[src/design/rv_core_pkg.sv]
// Instruction field types, opcode constants, ALU operation codes and the FSM state type.
`default_nettype none

package rv_core_pkg;

    // Instruction word and field types.
    typedef logic [31:0] instr_t;
    typedef logic [4:0]  reg_addr_t;
    typedef logic [6:0]  opcode_t;
    typedef logic [3:0]  alu_ctrl_t;

    // Supported major opcodes.
    localparam opcode_t OPC_OP     = 7'b0110011;
    localparam opcode_t OPC_OP_IMM = 7'b0010011;
    localparam opcode_t OPC_LUI    = 7'b0110111;

    // ---------------------------------------------------------------------
    // ALU operation codes.
    // ---------------------------------------------------------------------
    localparam alu_ctrl_t ALU_ADD    = 4'd0;
    localparam alu_ctrl_t ALU_SUB    = 4'd1;
    localparam alu_ctrl_t ALU_SLL    = 4'd2;
    localparam alu_ctrl_t ALU_SLT    = 4'd3;
    localparam alu_ctrl_t ALU_SLTU   = 4'd4;
    localparam alu_ctrl_t ALU_XOR    = 4'd5;
    localparam alu_ctrl_t ALU_SRL    = 4'd6;
    localparam alu_ctrl_t ALU_SRA    = 4'd7;
    localparam alu_ctrl_t ALU_OR     = 4'd8;
    localparam alu_ctrl_t ALU_AND    = 4'd9;
    localparam alu_ctrl_t ALU_PASS_B = 4'd10;   // LUI result is operand B as is.

    // Sequencing states, one instruction at a time.
    typedef enum logic [1:0] {
        ST_IDLE      = 2'd0,
        ST_DECODE    = 2'd1,
        ST_EXECUTE   = 2'd2,
        ST_WRITEBACK = 2'd3
    } core_state_t;

endpackage

`default_nettype wire
[src/design/rv_regfile.sv]
// 32-entry register file, two asynchronous read ports and one write port.
`timescale 1ns/10ps
`default_nettype none

module rv_regfile
#(
    parameter int XLEN = 64
)
(
    input  logic                   clk,
    input  logic                   i_rst_n,
    input  logic                   i_we,
    input  rv_core_pkg::reg_addr_t i_waddr,
    input  logic [XLEN-1:0]        i_wdata,
    input  rv_core_pkg::reg_addr_t i_raddr_1,
    input  rv_core_pkg::reg_addr_t i_raddr_2,
    output logic [XLEN-1:0]        o_rdata_1,
    output logic [XLEN-1:0]        o_rdata_2
);

    // x0 has no storage.
    logic [XLEN-1:0] regs [1:31];

    // ---------------------------------------------------------------------
    // Write port.
    // ---------------------------------------------------------------------
    always_ff @(posedge clk or negedge i_rst_n) begin
        if (!i_rst_n) begin
            for (int i = 1; i < 32; i++) begin
                regs[i] <= '0;
            end
        end else if (i_we && (i_waddr != 5'd0)) begin
            regs[i_waddr] <= i_wdata;
        end
    end

    // ---------------------------------------------------------------------
    // Read ports.
    // ---------------------------------------------------------------------
    always_comb begin
        if (i_raddr_1 == 5'd0) begin
            o_rdata_1 = '0;
        end else begin
            o_rdata_1 = regs[i_raddr_1];
        end
    end

    always_comb begin
        if (i_raddr_2 == 5'd0) begin
            o_rdata_2 = '0;
        end else begin
            o_rdata_2 = regs[i_raddr_2];
        end
    end

endmodule

`default_nettype wire

[config.mk]
export PLATFORM = sky130hd
export DESIGN_NAME = rv_regfile
export DESIGN_NICKNAME = d
export VERILOG_FILES = /design/src/design/rv_core_pkg.sv /design/src/design/rv_regfile.sv
export SDC_FILE = /design/constraint.sdc
export NUM_CORES = 2
export LEC_CHECK = 0
export BUFFER_PORTS_ARGS = -buffer_cell sky130_fd_sc_hd__buf_4
export CAP_MARGIN = 20
export CORE_ASPECT_RATIO = 1.4
export CORE_MARGIN = 4
export CORE_UTILIZATION = 24
export CTS_CLUSTER_SIZE = 12
export DETAILED_ROUTE_END_ITERATION = 16
export PLACE_DENSITY = 0.44
export SLEW_MARGIN = 20
export SYNTH_ARGS = -nofsm -noshare
export SYNTH_HDL_FRONTEND = slang
export SYNTH_SLANG_ARGS = --single-unit
[constraint.sdc]
create_clock -name clk -period 2.7 [get_ports clk]
set_input_delay 0.675 -clock clk [delete_from_list [all_inputs] [get_ports clk]]
set_output_delay 0.675 -clock clk [all_outputs]
set_load 0.1 [all_outputs]
==> impl_metrics.csv <==
group,metric,value,unit
power_and_ir_drop,combPwrFrac,26.1,%
place,post-dp-hpwl,303000,um
yosys,yosysTopAreaCell,"dfrtp_1",
setup_path,cp_max_fo,7,
status,status,"finished, violations left",
setup_path,worstSetupPathType,"in2out",
floorplanning,start_util,24.1,%
floorplanning,core,440000,um^2
layout,fillers,43200,
yosys,synth.avg_cell_area,13.1,um^2
setup_path,worstPathRequired,2.03,ns
layout,fin_util,32.8,%
timing,fin_ws,-0.963,ns
route,dr.pass1.iters,5,
hold_path,hold_class,"in2reg",
layout,drive_gt1_share,55.1,%
power_and_ir_drop,power,101000,uW
grt,antenna_found_initial,46,
grt,grt_pass1_wl,660000,um
grt,overflow,0,
yosys,synth-seq-area-share,46.9,%
cts,clk_latency,0.90,ns
power_and_ir_drop,irDropWorstVdd,0.000593,V
layout,fin_cells,15000,
yosys,synth_cells,8066,
yosys,ys.warnings.count,0,
layout,nNetsFinal,9044,
power_and_ir_drop,power.internal,69000,uW
cts,h-tree-depth,4,
route,drc,0,
setup_path,worstPathArrival,2.99,ns
layout,seqCellArea,49600,um^2
timing,fmax,273,MHz
floorplanning,dieArea,452000,um^2
flow_run,maxCapViolCount,0,
cts,root_buffer,"clkbuf_16",
route,dr.first_iter.drc_count,5421,
route,routed_via_density,5.24,
place,place.port_buffers,209,
layout,top_regs,"regs x1984",
power_and_ir_drop,power_frac_seq,40.0,%
route,wl_per_cell,31.6,um
layout,final_common_cell,"mux2_2",
cts,clkTransAtPathRegs,0.06,ns
yosys,synth_flop_cell,"dfrtp_1",
timing,drv_slew,0,
grt,grt_pass1_vias,82700,
cts,numCtsBuffers,239,
yosys,synth_edf_count,0,
grt,grt.total_usage,20.1,%
place,gp_congestion,0.828,
cts,clockBufferDepth,4,
timing,relSlewSlack,43.8,%
yosys,synth.area.top_cells,"dfrtp_1 (47%), mux2_2 (22%), mux2i_1 (12%), mux4_2 (5.4%), o22ai_1 (3.0%)",
route,detail-route-antenna-nets,0,
floorplanning,die_x,569,um
setup_path,start_kind,"input pin",
place,post-place-cells,14300,
yosys,synthDistinctLibCells,34,
timing,min_period_over_period,136,%
timing,min_period,3.66,ns
layout,multi_input_comb_area,59100,um^2
floorplanning,num_rows,288,
route,wirelength,472000,um
power_and_ir_drop,switching_share,31.3,%
layout,syn2layout_area_growth,36.2,%
power_and_ir_drop,power_leakage,0.0627,uW
yosys,syn-num-nets,8148,
yosys,synthArstFlopShare,100,%
timing,worst_pin_slew,0.842,ns
grt,grt_max_degree,114,
cts,cts_tree,"built",
floorplanning,pin_count,210,
layout,largest_reg_flops,1984,
cts,numClockSinks,1984,
yosys,syn-cell-area,106000,um^2
yosys,netlist.area_leader.share,46.9,%
power_and_ir_drop,p_per_area,697,nW/um^2
yosys,synth_seq_cells,1984,
power_and_ir_drop,clockPowerShare,33.9,%
layout,final_cell_mix,"mux2_2 (2082), dfrtp_1 (1983), mux2i_1 (1267), buf_4 (744), buf_12 (493)",
timing,finClkSkew,0,ns
floorplanning,die_h,794,um
power_and_ir_drop,p_sw,31500,uW
timing,hold_violations,0,
setup_path,cp-end-kind,"output pin",
timing,finalSetupViolCount,128,
status,violations,"setup timing",
timing,rsz0062_at_grt,"yes",
route,vias,78500,
layout,top_register,"regs",
cell type report:
class                      count  share of cell area (%)
clock inverter                97                   0.825
antenna                       10                  0.0173
sequential                  1984                    34.4
multi-input combinational   5215                    41.0
tap                         5800                    5.03
timing repair buffer        1522                    13.9
clock buffer                 341                    4.83
cells by family (layout without fill, tap and decap cells):
| logic type | Yosys count | in the layout | synth area share (%) |
|---|---|---|---|
| compound gates | 1024 | 1024 | 6.77 |
| buf+inv | 867 | 1960 | 3.58 |
| flops | 1984 | 1984 | 46.9 |
| mux | 3648 | 3648 | 40.0 |
| other cells | 0 | 10 | 0 |
| simple gates | 543 | 543 | 2.79 |
path summary, 6_finish.rpt:
path                         startpoint            end  slack [ns]  cells past startpoint
min reg2reg                   regs[914]      regs[914]        0.52                      1
max reg2reg                  regs[1067]     regs[1067]        1.78                      2
max                        i_raddr_2[1]  o_rdata_2[29]       -0.96                     10
min in group asynchronous       i_rst_n     regs[1152]        0.41                      2
min                         i_wdata[39]      regs[935]        0.24                      2
max in group asynchronous       i_rst_n      regs[791]        1.06                      4
cells in the mapped netlist (5+ instances only):
| cell type | n |
|---|---|
| mux4_2 | 256 |
| clkbuf_1 | 467 |
| a21oi_1 | 80 |
| nor2_2 | 10 |
| a221o_1 | 128 |
| a22o_1 | 48 |
| mux2_2 | 2091 |
| a22oi_1 | 128 |
| a211oi_1 | 80 |
| nand2b_1 | 11 |
| mux2i_1 | 1280 |
| mux2_1 | 21 |
| o22ai_1 | 512 |
| or2_2 | 5 |
| buf_2 | 321 |
| a31oi_1 | 48 |
| nor3_1 | 307 |
| dfrtp_1 | 1984 |
| buf_4 | 31 |
| nand2_1 | 19 |
| buf_1 | 45 |
| nor2b_1 | 91 |
| nor4_1 | 80 |
per-stage QoR:
step                setup TNS [ns]  worst slack [ns]  hold slack [ns]  instance area (um^2)
CTS                         -98.70             -1.05            0.149                141000
global placement           -124.74             -1.35            0.493                127000
global route                -97.68            -0.993            0.225                144000
floorplan                   -83.14            -0.773            0.379                109000
finish                      -94.54            -0.963            0.243                144000
detailed placement         -125.63             -1.26            0.508                127000
worst max-delay path: stages:
cell and delay, ns:
buf_16 0.13, buf_16 0.18, buf_16 0.15, buf_12 0.14, buf_16 0.13, mux4_2 0.33
nor2b_4 0.14, a211oi_2 0.07, nor4_4 0.71, buf_16 0.25
power by group through the flow:
stage          combinational, uW  sequential, uW  clock, uW
5_1_grt                    27800           40800      36100
3_3_place_gp               23000           40100          0
2_1_floorplan              16100           38900          0
3_5_place_dp               23300           40500          0
4_1_cts                    25500           40000      35000
6_report                   26200           40200      34100
metal layers:
metal	up-vias	share of wire (%)	GRT usage, %
met1	42800	44	26.8
met4	28	3.9	6.61
met5	-	0.038	0
li1	32700	-	-
met2	2251	48	33.4
met3	742	4.9	3.05
what timing repair did:
action	4_1_cts	5_1_grt
buffers inserted	198	136
resized for setup	889	422
endpoints found under the hold margin	5	0
hold buffers	1	0
pin swaps	272	236
setup endpoints to repair	128	128
gates cloned	31	10
No activity file was read; power rests on OpenSTA's default activity.
