`src/design/rv_core_pkg.sv`:
```
// Instruction field types, opcode constants, ALU operation codes and the FSM state type.
`default_nettype none

package rv_core_pkg;

    // Instruction word and field types.
    typedef logic [31:0] instr_t;
    typedef logic [4:0]  reg_addr_t;
    typedef logic [6:0]  opcode_t;
    typedef logic [3:0]  alu_ctrl_t;

    // Supported major opcodes.
    localparam opcode_t OPC_OP     = 7'b0110011;
    localparam opcode_t OPC_OP_IMM = 7'b0010011;
    localparam opcode_t OPC_LUI    = 7'b0110111;

    // ---------------------------------------------------------------------
    // ALU operation codes.
    // ---------------------------------------------------------------------
    localparam alu_ctrl_t ALU_ADD    = 4'd0;
    localparam alu_ctrl_t ALU_SUB    = 4'd1;
    localparam alu_ctrl_t ALU_SLL    = 4'd2;
    localparam alu_ctrl_t ALU_SLT    = 4'd3;
    localparam alu_ctrl_t ALU_SLTU   = 4'd4;
    localparam alu_ctrl_t ALU_XOR    = 4'd5;
    localparam alu_ctrl_t ALU_SRL    = 4'd6;
    localparam alu_ctrl_t ALU_SRA    = 4'd7;
    localparam alu_ctrl_t ALU_OR     = 4'd8;
    localparam alu_ctrl_t ALU_AND    = 4'd9;
    localparam alu_ctrl_t ALU_PASS_B = 4'd10;   // LUI result is operand B as is.

    // Sequencing states, one instruction at a time.
    typedef enum logic [1:0] {
        ST_IDLE      = 2'd0,
        ST_DECODE    = 2'd1,
        ST_EXECUTE   = 2'd2,
        ST_WRITEBACK = 2'd3
    } core_state_t;

endpackage

`default_nettype wire
```
`src/design/rv_decode.sv`:
```
// Instruction register, sequencing FSM, field decode, ALU control and immediate extension.
`timescale 1ns/10ps
`default_nettype none

module rv_decode
#(
    parameter int XLEN = 64
)
(
    input  logic                   clk,
    input  logic                   i_rst_n,
    input  logic                   i_instr_valid,
    input  rv_core_pkg::instr_t    i_instr,
    output logic                   o_ready,
    output rv_core_pkg::reg_addr_t o_rs1,
    output rv_core_pkg::reg_addr_t o_rs2,
    output rv_core_pkg::reg_addr_t o_rd,
    output logic [XLEN-1:0]        o_imm_ext,
    output rv_core_pkg::alu_ctrl_t o_alu_ctrl,
    output logic                   o_use_imm,
    output logic                   o_opnd_load,
    output logic                   o_alu_load,
    output logic                   o_wb_en,
    output logic                   o_illegal
);

    import rv_core_pkg::*;

    core_state_t     state_q;
    core_state_t     state_d;
    instr_t          instr_q;
    logic            illegal_q;
    logic            illegal_d;
    opcode_t         opcode;
    logic [2:0]      funct3;
    logic [6:0]      funct7;
    logic            alt_op;
    logic            shamt_hi_ok;
    logic [XLEN-1:0] imm_i;
    logic [XLEN-1:0] imm_u;

    // ---------------------------------------------------------------------
    // Sequencing FSM and instruction register.
    // ---------------------------------------------------------------------
    always_comb begin
        state_d = state_q;
        case (state_q)
            ST_IDLE: begin
                if (i_instr_valid) begin
                    state_d = ST_DECODE;
                end
            end
            ST_DECODE:    state_d = ST_EXECUTE;
            ST_EXECUTE:   state_d = ST_WRITEBACK;
            ST_WRITEBACK: state_d = ST_IDLE;
            default:      state_d = ST_IDLE;
        endcase
    end

    always_ff @(posedge clk or negedge i_rst_n) begin
        if (!i_rst_n) begin
            state_q   <= ST_IDLE;
            instr_q   <= '0;
            illegal_q <= 1'b0;
        end else begin
            state_q <= state_d;
            if (o_ready && i_instr_valid) begin
                instr_q <= i_instr;
            end
            // Flag holds until the next instruction is decoded.
            if (state_q == ST_DECODE) begin
                illegal_q <= illegal_d;
            end
        end
    end

    // Field extraction.
    assign opcode = instr_q[6:0];
    assign funct3 = instr_q[14:12];
    assign funct7 = instr_q[31:25];
    assign o_rs1  = instr_q[19:15];
    assign o_rs2  = instr_q[24:20];
    assign o_rd   = instr_q[11:7];

    // Bit 30 selects sub and sra; addi has no subtract form.
    assign alt_op = instr_q[30] && ((opcode == OPC_OP) || (funct3 == 3'b101));

    // A 6-bit shift amount only exists on a 64-bit datapath.
    assign shamt_hi_ok = (XLEN > 32) || !funct7[0];

    // ---------------------------------------------------------------------
    // ALU control and legality.
    // ---------------------------------------------------------------------
    always_comb begin
        case (funct3)
            3'b000:  o_alu_ctrl = alt_op ? ALU_SUB : ALU_ADD;
            3'b001:  o_alu_ctrl = ALU_SLL;
            3'b010:  o_alu_ctrl = ALU_SLT;
            3'b011:  o_alu_ctrl = ALU_SLTU;
            3'b100:  o_alu_ctrl = ALU_XOR;
            3'b101:  o_alu_ctrl = alt_op ? ALU_SRA : ALU_SRL;
            3'b110:  o_alu_ctrl = ALU_OR;
            default: o_alu_ctrl = ALU_AND;
        endcase
        if (opcode == OPC_LUI) begin
            o_alu_ctrl = ALU_PASS_B;
        end
    end

    always_comb begin
        illegal_d = 1'b1;
        case (opcode)
            OPC_OP: begin
                illegal_d = (funct7 != 7'b0000000) &&
                            !((funct7 == 7'b0100000) &&
                              ((funct3 == 3'b000) || (funct3 == 3'b101)));
            end
            OPC_OP_IMM: begin
                if (funct3 == 3'b001) begin
                    illegal_d = (funct7[6:1] != 6'b000000) || !shamt_hi_ok;
                end else if (funct3 == 3'b101) begin
                    illegal_d = ((funct7[6:1] != 6'b000000) && (funct7[6:1] != 6'b010000)) ||
                                !shamt_hi_ok;
                end else begin
                    illegal_d = 1'b0;
                end
            end
            OPC_LUI: illegal_d = 1'b0;
            default: illegal_d = 1'b1;
        endcase
    end

    // Immediates, sign-extended to the datapath width.
    assign imm_i     = XLEN'($signed(instr_q[31:20]));
    assign imm_u     = XLEN'($signed({instr_q[31:12], 12'b0}));
    assign o_imm_ext = (opcode == OPC_LUI) ? imm_u : imm_i;
    assign o_use_imm = (opcode != OPC_OP);

    // Per-state strobes.
    assign o_ready     = (state_q == ST_IDLE);
    assign o_opnd_load = (state_q == ST_DECODE);
    assign o_alu_load  = (state_q == ST_EXECUTE);
    assign o_wb_en     = (state_q == ST_WRITEBACK) && !illegal_q;
    assign o_illegal   = illegal_q;

endmodule

`default_nettype wire

```
`config.mk`:
```
export PLATFORM = sky130hd
export DESIGN_NAME = rv_decode
export DESIGN_NICKNAME = d
export VERILOG_FILES = /design/src/design/rv_core_pkg.sv /design/src/design/rv_decode.sv
export SDC_FILE = /design/constraint.sdc
export NUM_CORES = 1
export LEC_CHECK = 0
export ABC_AREA = 1
export CORE_MARGIN = 2
export CORE_UTILIZATION = 63
export DETAILED_ROUTE_END_ITERATION = 10
export DONT_BUFFER_PORTS = 1
export GPL_ROUTABILITY_DRIVEN = 0
export GPL_TIMING_DRIVEN = 0
export HOLD_SLACK_MARGIN = 0.05
export PLACE_DENSITY_LB_ADDON = 0.25
export RECOVER_POWER = 100
export SLEW_MARGIN = 20
export SYNTH_ARGS = -nofsm -noshare
export SYNTH_HDL_FRONTEND = slang
export SYNTH_SLANG_ARGS = --single-unit
```
`constraint.sdc`:
```
create_clock -name clk -period 1.75 [get_ports clk]
set_input_delay 0.0875 -clock clk [delete_from_list [all_inputs] [get_ports clk]]
set_output_delay 0.0875 -clock clk [all_outputs]
set_load 0.1 [all_outputs]
```
==> results of run 1 <==
cell families after synthesis:
kind of cell             count (synthesis)
AO/OA/AOI/OAI                           37
adder cells (fa/ha/maj)                  4
buffers and inverters                   84
flip-flops                              35
multiplexers                            15
AND/OR/NAND/NOR                         90
Yosys cell counts, types with 2 or more instances:
| library cell | n |
|---|---|
| inv_1 | 26 |
| clkbuf_1 | 2 |
| buf_2 | 4 |
| nand2_1 | 28 |
| ha_1 | 4 |
| o21ai_0 | 11 |
| mux2_2 | 15 |
| nor2_1 | 43 |
| nand2_2 | 2 |
| dfrtp_1 | 35 |
| buf_4 | 48 |
| a21oi_1 | 20 |
| nand3_1 | 12 |
| o21ai_2 | 5 |
per-stage QoR:
step	TNS [ns]	cell area (um2)	hold slack, ns
after floorplan	-1.116	2484	-0.2081
after global placement	-3.986	2541	-0.2075
after detailed placement	-4.592	2541	-0.2077
==> impl_metrics.json, run 1 <==
{
  "outcome": "did not finish",
  "lastStage": "clock tree synthesis",
  "error": "[ERROR DPL-0033] detailed placement checks failed during check placement.",
  "pre_cts_ws_ns": -0.2147,
  "synth_top_family_by_area": "buffers and inverters",
  "netlist_instances": 265,
  "dp_hpwl_mm": 3.575,
  "synthAdderAreaFrac": 0.02241,
  "syn_area_um2": 2233,
  "fp-row-count": 21,
  "cts_max_level": 2,
  "numCtsBuffers": 5,
  "cts_sinks": 35,
  "postCtsSetupBuffers": 15,
  "post-place-cells": 311,
  "synth_edf_count": 0,
  "synth_area_per_cell_um2": 8.428,
  "ys_seq_area_frac": 0.3922,
  "synth_area_leaders": "dfrtp_1 (39%), buf_4 (16%), mux2_2 (7.6%)",
  "cts_max_path_buffers": 2,
  "synth_top_area_share": 0.3922,
  "synth_cell_types": 24,
  "ys_async_sr_fraction": 1.000,
  "synth_warnings": 0,
  "ys_seq_elements": 35,
  "yosys.area_share.simple": 0.1765,
  "clock-root-buffer": "clkbuf_4",
  "die_h_um": 63.54,
  "syn_nets": 304,
  "muxShareOfSynthArea": 0.07563,
  "ios": 124,
  "synth_top_flop_cell": "dfrtp_1",
  "synth_compound_area_frac": 0.09300,
  "start_util": 0.6641,
  "synth_top_cell_by_area": "dfrtp_1",
  "synth-xor-area-share": 0,
  "cts_resized": 37,
  "port-buffer-count": 0,
  "die_width_um": 63.54,
  "ctsHoldBuffers": 35
}
==> run 2, diff against run 1 <==
- CORE_UTILIZATION: 63 -> 40
- HOLD_SLACK_MARGIN: 0.05 -> unset
- PLACE_DENSITY_LB_ADDON: 0.25 -> 0.15
==> impl_metrics.json, run 2 <==
{
  "ff_latch_area_um2": 879.6,
  "antenna_found_initial": 0,
  "fmax_mhz": 493.9,
  "dieArea_um2": 6197,
  "synth_top_family_by_area": "buffers and inverters",
  "skew_ns": 0.004095,
  "violations": "setup timing",
  "min_path_type": "input port to register",
  "layout_commonest_cell": "buf_4",
  "path_cells": "nand2_2, nor2_4, nand2_8, inv_12, nor2_4, nand2_2, o21ai_4",
  "grt_pass1_vias": 1896,
  "dp_hpwl_mm": 3.827,
  "slew_headroom": 0.3418,
  "drc": 0,
  "crit_buf_inv": 1,
  "viasPerCell": 4.713,
  "path_delay_family": "simple AND/OR/NAND/NOR gates",
  "routed_wl_mm": 5.820,
  "critPathLaunchType": "register",
  "clock-root-buffer": "clkbuf_8",
  "yosysMostFrequentCell": "buf_4",
  "synth_cell_types": 24,
  "finalMaxSlewViolations": 0,
  "final_core_util": 0.6232,
  "ys_seq_area_frac": 0.3922,
  "syn_nets": 304,
  "synth_compound_area_frac": 0.09300,
  "synth_area_leaders": "dfrtp_1 (39%), buf_4 (16%), mux2_2 (7.6%)",
  "netlist_instances": 265,
  "cp_slowest_stage_delay_ns": 0.53,
  "synth_common_cells": "buf_4 (48), nor2_1 (43), dfrtp_1 (35), nand2_1 (28), inv_1 (26)",
  "wire_per_inst_um": 14.55,
  "post_layout_nonfiller_instances": 400,
  "fin_crit_sh": 1.157,
  "numCtsBuffers": 5,
  "final_cell_mix": "buf_4 (46), dfrtp_1 (34), dlygate4sd3_1 (33)",
  "cts_max_level": 2,
  "track_usage": 0.1945,
  "tns_ns": -9.186,
  "ant_nets": 0,
  "cap_violations": 0,
  "tightest_slew_ns": 0.9873,
  "crit_arrival_ns": 1.94,
  "fp-row-count": 27,
  "synth_top_cell_by_area": "dfrtp_1",
  "multi_input_area_um2": 1241,
  "cts_sinks": 35,
  "fill_cells": 470,
  "synth_top_area_share": 0.3922,
  "synth_top_flop_cell": "dfrtp_1",
  "grt_overflow": 0,
  "cts_tree": "done",
  "crit_slowest_cell": "nor2_4",
  "largest_register": "instr_q",
  "path_clk_slew_ns": 0.07,
  "synthAdderAreaFrac": 0.02241,
  "die_width_um": 78.72,
  "ys_seq_elements": 35,
  "synth_area_per_cell_um2": 8.428,
  "finalSetupViolations": 60,
  "fin_crit_ns": 2.025,
  "vias": 1885,
  "drtIter0Drc": 48,
  "fin_ws_ns": -0.2749,
  "grt_max_degree": 36,
  "path_max_fanout": 5,
  "post-place-cells": 337,
  "ys_async_sr_fraction": 1.000,
  "synth_edf_count": 0,
  "die_h_um": 78.72,
  "drive_above_1_share": 0.4787,
  "path_class": "register to output port",
  "rsz0062_at_grt": "true",
  "n_antenna_cell": 0,
  "synth_warnings": 0,
  "cts_max_path_buffers": 2,
  "synth-xor-area-share": 0,
  "area_delta_synth_final_pct": 51.76,
  "yosys.area_share.simple": 0.1765,
  "largest_reg_flops": 32,
  "syn_area_um2": 2233,
  "cp-end-kind": "output port",
  "ios": 124,
  "firstDrtPassIters": 4,
  "grt_pass1_wl_mm": 9.197,
  "clk_latency_ns": 0.28,
  "port-buffer-count": 0,
  "hold_viol": 0,
  "muxShareOfSynthArea": 0.07563,
  "required_ns": 1.66,
  "final_nets": 367,
  "fp.coreArea_um2": 5439,
  "outcome": "finished with violations",
  "start_util": 0.4106
}
-- run 2: path summary, 6_finish.rpt --
path / from / to / slack [ns] / depth (start not counted)
setup reg to reg: state_q[1]$_DFFE_PN0P_ / instr_q[22]$_DFFE_PN0P_ / -0.14 / 6
min in group asynchronous: i_rst_n / instr_q[14]$_DFFE_PN0P_ / 0.48 / 2
max in group asynchronous: i_rst_n / instr_q[31]$_DFFE_PN0P_ / 0.61 / 2
setup / recovery: instr_q[5]$_DFFE_PN0P_ / o_alu_ctrl[0] / -0.27 / 7
hold reg to reg: instr_q[8]$_DFFE_PN0P_ / instr_q[8]$_DFFE_PN0P_ / 0.51 / 1
hold / removal: i_instr_valid / state_q[0]$_DFFE_PN0P_ / 0.009 / 2
-- run 2: cells by family (layout without fill, tap and decap cells) --
family | Yosys count | count (layout)
flip-flops | 35 | 35
multiplexers | 15 | 15
adder cells (fa/ha/maj) | 4 | 4
AO/OA/AOI/OAI | 37 | 37
buffers and inverters | 84 | 147
AND/OR/NAND/NOR | 90 | 90
-- run 2: repair_timing --
item | 4_1_cts | 5_1_grt
hold buffers | 34 | 0
pin swaps | 12 | 8
endpoints found under the hold margin | 67 | 0
setup endpoints to repair | 60 | 60
setup buffers | 16 | 5
gates resized for setup | 45 | 13
cloned | 2 | 0
-- run 2: through the flow --
stage	cell area [um2]	setup WS, ns	hold WS (ns)
4_1_cts	3390	-0.2793	0.005859
3_3_place_gp	2574	-0.2597	-0.2071
6_report	3390	-0.2749	0.009274
3_5_place_dp	2574	-0.2664	-0.2071
2_1_floorplan	2484	-0.08393	-0.2081
5_1_grt	3390	-0.3774	0.02383
-- run 2: area by class of cell --
type | count | area share
Buffer | 56 | 0.1174
Timing Repair inverter | 1 | 0.003322
Multi-Input combinational cell | 146 | 0.3662
Inverter | 28 | 0.03802
Tap cell | 72 | 0.02658
Sequential cell | 35 | 0.2595
Clock buffer | 6 | 0.02436
Timing Repair Buffer | 55 | 0.1632
Clock inverter | 1 | 0.001477
-- run 2: routing by layer --
| layer | track usage | vias to the layer above | wire [um] |
|---|---|---|---|
| li1 | - | 913 | - |
| met2 | 0.3470 | 74 | 3023 |
| met4 | 0.05439 | 0 | 33 |
| met1 | 0.2237 | 894 | 2280 |
| met5 | 0 | - | 0 |
| met3 | 0.06136 | 4 | 484 |
Power of run 2 is left out: the tool's default activity adds up to more than one toggle a clock period on the data nets, which glitch-free logic cannot reach.
==> run 3, diff against run 2 <==
==> constraint.sdc (replaced) <==
create_clock -name clk -period 1.75 [get_ports clk]
set_input_delay 0.0875 -clock clk [delete_from_list [all_inputs] [get_ports clk]]
set_output_delay 0.0875 -clock clk [all_outputs]
set_load 0.01 [all_outputs]
==> impl_metrics.json, run 3 (synthesis gave the netlist of run 2 again) <==
{
  "outcome": "finished clean",
  "cts_sinks": 35,
  "min_to": "instr_q[30]$_DFFE_PN0P_",
  "power_density_nw_per_um2": 1775,
  "min_path_type": "input port to register",
  "vias": 1834,
  "path_max_fanout": 10,
  "cp_slowest_stage_delay_ns": 0.38,
  "grt_pass1_wl_mm": 8.542,
  "skew_ns": 0.009227,
  "die_width_um": 78.72,
  "fin_ws_ns": 0.1062,
  "drive_above_1_share": 0.2244,
  "fp-row-count": 27,
  "post_layout_nonfiller_instances": 384,
  "finalSetupViolations": 0,
  "hold_viol": 0,
  "port-buffer-count": 0,
  "track_usage": 0.1785,
  "area_delta_synth_final_pct": 20.39,
  "clock-root-buffer": "clkbuf_8",
  "path_delay_family": "simple AND/OR/NAND/NOR gates",
  "fin_crit_ns": 1.644,
  "grt_max_degree": 36,
  "dpl-instance-area_um2": 2323,
  "wire_per_inst_um": 13.92,
  "final_cell_mix": "nor2_1 (42), dlygate4sd3_1 (34), dfrtp_1 (34)",
  "largest_register": "instr_q",
  "layout_commonest_cell": "nor2_1",
  "reg2reg_depth": 5,
  "path_class": "register to output port",
  "crit_slowest_cell": "dfrtp_1",
  "antenna_found_initial": 0,
  "drc": 0,
  "routed_wl_mm": 5.346,
  "finalMaxSlewViolations": 0,
  "cts_tree": "done",
  "p_leak_nw": 1.247,
  "cts_max_level": 2,
  "largest_reg_flops": 32,
  "fill_cells": 564,
  "ant_nets": 0,
  "tightest_slew_ns": 0.8908,
  "final_area_um2": 2689,
  "start_util": 0.4106,
  "fin_crit_sh": 0.9393,
  "vdd_drop_max_mv": 0.7635,
  "slew_headroom": 0.4061,
  "timing.rr.start": "state_q[0]$_DFFE_PN0P_",
  "clk_latency_ns": 0.30,
  "min-delay-start": "i_instr_valid",
  "path_clk_slew_ns": 0.07,
  "fmax_mhz": 608.3,
  "die_h_um": 78.72,
  "hold_depth": 4,
  "crit_buf_inv": 4,
  "post-place-cells": 337,
  "cap_violations": 0,
  "grt_overflow": 0,
  "firstDrtPassIters": 4,
  "reg2reg_to": "instr_q[10]$_DFFE_PN0P_",
  "fp.coreArea_um2": 5439,
  "grt_pass1_vias": 1749,
  "final_core_util": 0.4944,
  "final_nets": 350,
  "path_cells": "inv_1, nand2_1, nor2_2, nand2_4, inv_8, nor2_8, inv_6, buf_12, nand2_1",
  "cts_max_path_buffers": 2,
  "drtIter0Drc": 81,
  "tns_ns": 0,
  "required_ns": 1.66,
  "pre_cts_ws_ns": -0.2233,
  "viasPerCell": 4.776,
  "dieArea_um2": 6197,
  "dp_hpwl_mm": 3.797,
  "finalPower_mw": 4.773,
  "numCtsBuffers": 5,
  "critPathLaunchType": "register",
  "timing.hold.ws_ns": 0.2759,
  "ios": 124,
  "cpMostUsedCell": "nand2_1",
  "n_antenna_cell": 0,
  "ff2ff_setup_slack_ns": 0.18,
  "crit_arrival_ns": 1.56,
  "cp-end-kind": "output port"
}
-- run 3: per-layer routing --
layer  wire [um]  share of wire  vias to the layer above  track usage
met5           0              0                        -            0
met4          93          0.017                        0      0.07368
met3         395          0.074                        8      0.04432
met2        2661           0.50                       77       0.3179
met1        2196           0.41                      868       0.2035
li1            -              -                      881            -
-- run 3: worst reg2reg max path: cells and delay by family, from the launching register on --
kind	cells	cell delay, ns
adders and majority gates	1	0.23
buffers and inverters	2	0.35
DFF	1	0.38
muxes	1	0.37
and+or+nand+nor	1	0.14
-- run 3: worst max-delay path by stage --
stage	start	cells after the start	endpoint	slack, ns
finish	instr_q[3]$_DFFE_PN0P_	9	o_imm_ext[18]	0.11
global route	instr_q[3]$_DFFE_PN0P_	9	o_imm_ext[18]	-0.01
CTS	instr_q[3]$_DFFE_PN0P_	6	o_imm_ext[23]	0.008
detailed placement	instr_q[31]$_DFFE_PN0P_	5	o_imm_ext[19]	-0.22
global placement	instr_q[31]$_DFFE_PN0P_	5	o_imm_ext[15]	-0.15
floorplan	instr_q[31]$_DFFE_PN0P_	5	o_imm_ext[15]	0.06
-- run 3: what timing repair did --
item,4_1_cts,5_1_grt
endpoints found under the hold margin,69,0
hold buffers,35,0
buffers inserted,1,3
endpoints found under the setup margin,21,35
resized for setup,2,8
pin swaps,0,1
-- run 3: layout make-up --
type	count	area (um2)	area share
Buffer	56	310.3	0.1154
Clock buffer	6	72.57	0.02699
Clock inverter	2	12.51	0.004653
Inverter	28	117.6	0.04374
Multi-Input combinational cell	146	830.8	0.3090
Sequential cell	35	879.6	0.3271
Tap cell	72	90.09	0.03350
Timing Repair Buffer	39	375.4	0.1396
-- run 3: power by group --
| part | switching [mW] | internal (mW) | leakage (nW) |
|---|---|---|---|
| Combinational | 1.66 | 1.03 | 0.815 |
| Clock | 0.307 | 0.278 | 0.0412 |
| Sequential | 0.298 | 1.21 | 0.391 |
(Power assumes the default switching activity.)
==> run 4, diff against run 3 <==
- CTS_BUF_LIST: unset -> sky130_fd_sc_hd__clkbuf_4 sky130_fd_sc_hd__clkbuf_8 sky130_fd_sc_hd__clkbuf_16
==> impl_metrics.json, run 4 (synthesis gave the netlist of run 2 again) <==
{
  "ff_latch_area_um2": 879.6,
  "drc": 0,
  "ant_nets": 0,
  "tightest_slew_ns": 0.8900,
  "path_cells": "inv_1, nand2_1, nor2_2, nand2_4, inv_8, nor2_8, inv_6, buf_12, nand2_1",
  "numCtsBuffers": 5,
  "multi_input_area_um2": 830.8,
  "fmax_mhz": 610.6,
  "finalMaxSlewViolations": 0,
  "dp_hpwl_mm": 3.797,
  "use_met3": 0.05795,
  "outcome": "finished clean",
  "finalSetupViolations": 0,
  "path_class": "register to output port",
  "n_antenna_cell": 0,
  "crit_slowest_cell": "dfrtp_1",
  "vias": 1829,
  "routed_wl_mm": 5.332,
  "ff2ff_setup_slack_ns": 0.18,
  "critPathLaunchType": "register",
  "cts_sinks": 35,
  "min_path_type": "input port to register",
  "grt_overflow": 0,
  "antenna_found_initial": 0,
  "reg2reg_to": "instr_q[10]$_DFFE_PN0P_",
  "fp-row-count": 27,
  "largest_register": "instr_q",
  "grt_use_met1": 0.2035,
  "start_util": 0.4106,
  "post-place-cells": 337,
  "area_delta_synth_final_pct": 20.56,
  "path_clk_slew_ns": 0.07,
  "hold_depth": 4,
  "min-delay-start": "i_instr_valid",
  "cts_max_level": 2,
  "fin_crit_sh": 0.9359,
  "skew_ns": 0.009096,
  "die_h_um": 78.72,
  "drtIter0Drc": 69,
  "clock-root-buffer": "clkbuf_8",
  "fp.coreArea_um2": 5439,
  "vdd_drop_max_mv": 0.7547,
  "use_met2": 0.3171,
  "fin_crit_ns": 1.638,
  "slew_headroom": 0.4067,
  "cp-end-kind": "output port",
  "drive_above_1_share": 0.2276,
  "die_width_um": 78.72,
  "viasPerCell": 4.763,
  "layout_commonest_cell": "nor2_1",
  "grt_max_degree": 36,
  "largest_reg_flops": 32,
  "busiest_layer": "met2",
  "grt_pass1_vias": 1734,
  "required_ns": 1.66,
  "fill_cells": 565,
  "grt_pass1_wl_mm": 8.528,
  "post_layout_nonfiller_instances": 384,
  "min_to": "instr_q[28]$_DFFE_PN0P_",
  "cap_violations": 0,
  "power_density_nw_per_um2": 1773,
  "hold_viol": 0,
  "cts_tree": "done",
  "p_leak_nw": 1.250,
  "dieArea_um2": 6197,
  "ios": 124,
  "port-buffer-count": 0,
  "wire_per_inst_um": 13.89,
  "reg2reg_depth": 5,
  "dpl-instance-area_um2": 2323,
  "final_cell_mix": "nor2_1 (42), dlygate4sd3_1 (34), dfrtp_1 (34)",
  "timing.rr.start": "state_q[0]$_DFFE_PN0P_",
  "cp_slowest_stage_delay_ns": 0.38,
  "firstDrtPassIters": 4,
  "track_usage": 0.1776,
  "final_nets": 350,
  "clk_latency_ns": 0.29,
  "crit_arrival_ns": 1.55,
  "cpMostUsedCell": "nand2_1",
  "cts_max_path_buffers": 2,
  "final_area_um2": 2693,
  "path_max_fanout": 10
}
run 4: final cells by class:
type | instances | share of cell area
Inverter | 28 | 0.04368
Timing Repair Buffer | 39 | 0.1394
Buffer | 56 | 0.1152
Clock buffer | 6 | 0.02835
Clock inverter | 2 | 0.004647
Tap cell | 72 | 0.03346
Multi-Input combinational cell | 146 | 0.3086
Sequential cell | 35 | 0.3267
run 4: metrics by stage:
step	setup TNS, ns	setup WS [ns]	power (mW)	hold slack, ns	utilization
after floorplan	0	0.06168	3.942	-0.2081	-
after global placement	-1.936	-0.1460	4.315	-0.2075	0.4272
after detailed placement	-3.473	-0.2233	4.363	-0.2074	0.4272
after CTS	0	0.01021	5.079	0.2360	0.5118
after global routing	-0.01821	-0.01440	5.212	0.3338	0.4951
final	0	0.1122	4.774	0.2850	0.4951
run 4: metal layers:
| metal | up-vias | share of wire |
|---|---|---|
| met1 | 867 | 0.42 |
| met5 | - | 0 |
| met3 | 7 | 0.070 |
| met2 | 74 | 0.50 |
| met4 | 0 | 0.011 |
| li1 | 881 | - |
run 4: timing repair:
item,in CTS,in global routing
hold endpoints to repair,69,0
pin swaps,0,1
setup endpoints to repair,21,35
setup buffers,1,3
hold buffers,35,0
gates resized for setup,2,8
run 4: worst max-delay path: cells and delay by family, from the launching register on:
family	cells	cell delay [ns]
simple gates	5	0.45
buf+inv	4	0.42
flops	1	0.38
run 4: power breakdown:
part	internal (mW)	switching (mW)	total, mW
registers	1.21	0.297	1.50
clock network	0.294	0.295	0.589
logic	1.03	1.66	2.68
total	2.53	2.25	4.77
run 4: worst max path at each step:
| stage | slack [ns] | cells past startpoint | startpoint | end |
|---|---|---|---|---|
| 2_1_floorplan | 0.06 | 5 | instr_q[31]$_DFFE_PN0P_ | o_imm_ext[15] |
| 3_3_place_gp | -0.15 | 5 | instr_q[31]$_DFFE_PN0P_ | o_imm_ext[15] |
| 3_5_place_dp | -0.22 | 5 | instr_q[31]$_DFFE_PN0P_ | o_imm_ext[19] |
| 4_1_cts | 0.01 | 6 | instr_q[3]$_DFFE_PN0P_ | o_imm_ext[23] |
| 5_1_grt | -0.01 | 9 | instr_q[3]$_DFFE_PN0P_ | o_imm_ext[18] |
| 6_report | 0.11 | 9 | instr_q[3]$_DFFE_PN0P_ | o_imm_ext[18] |
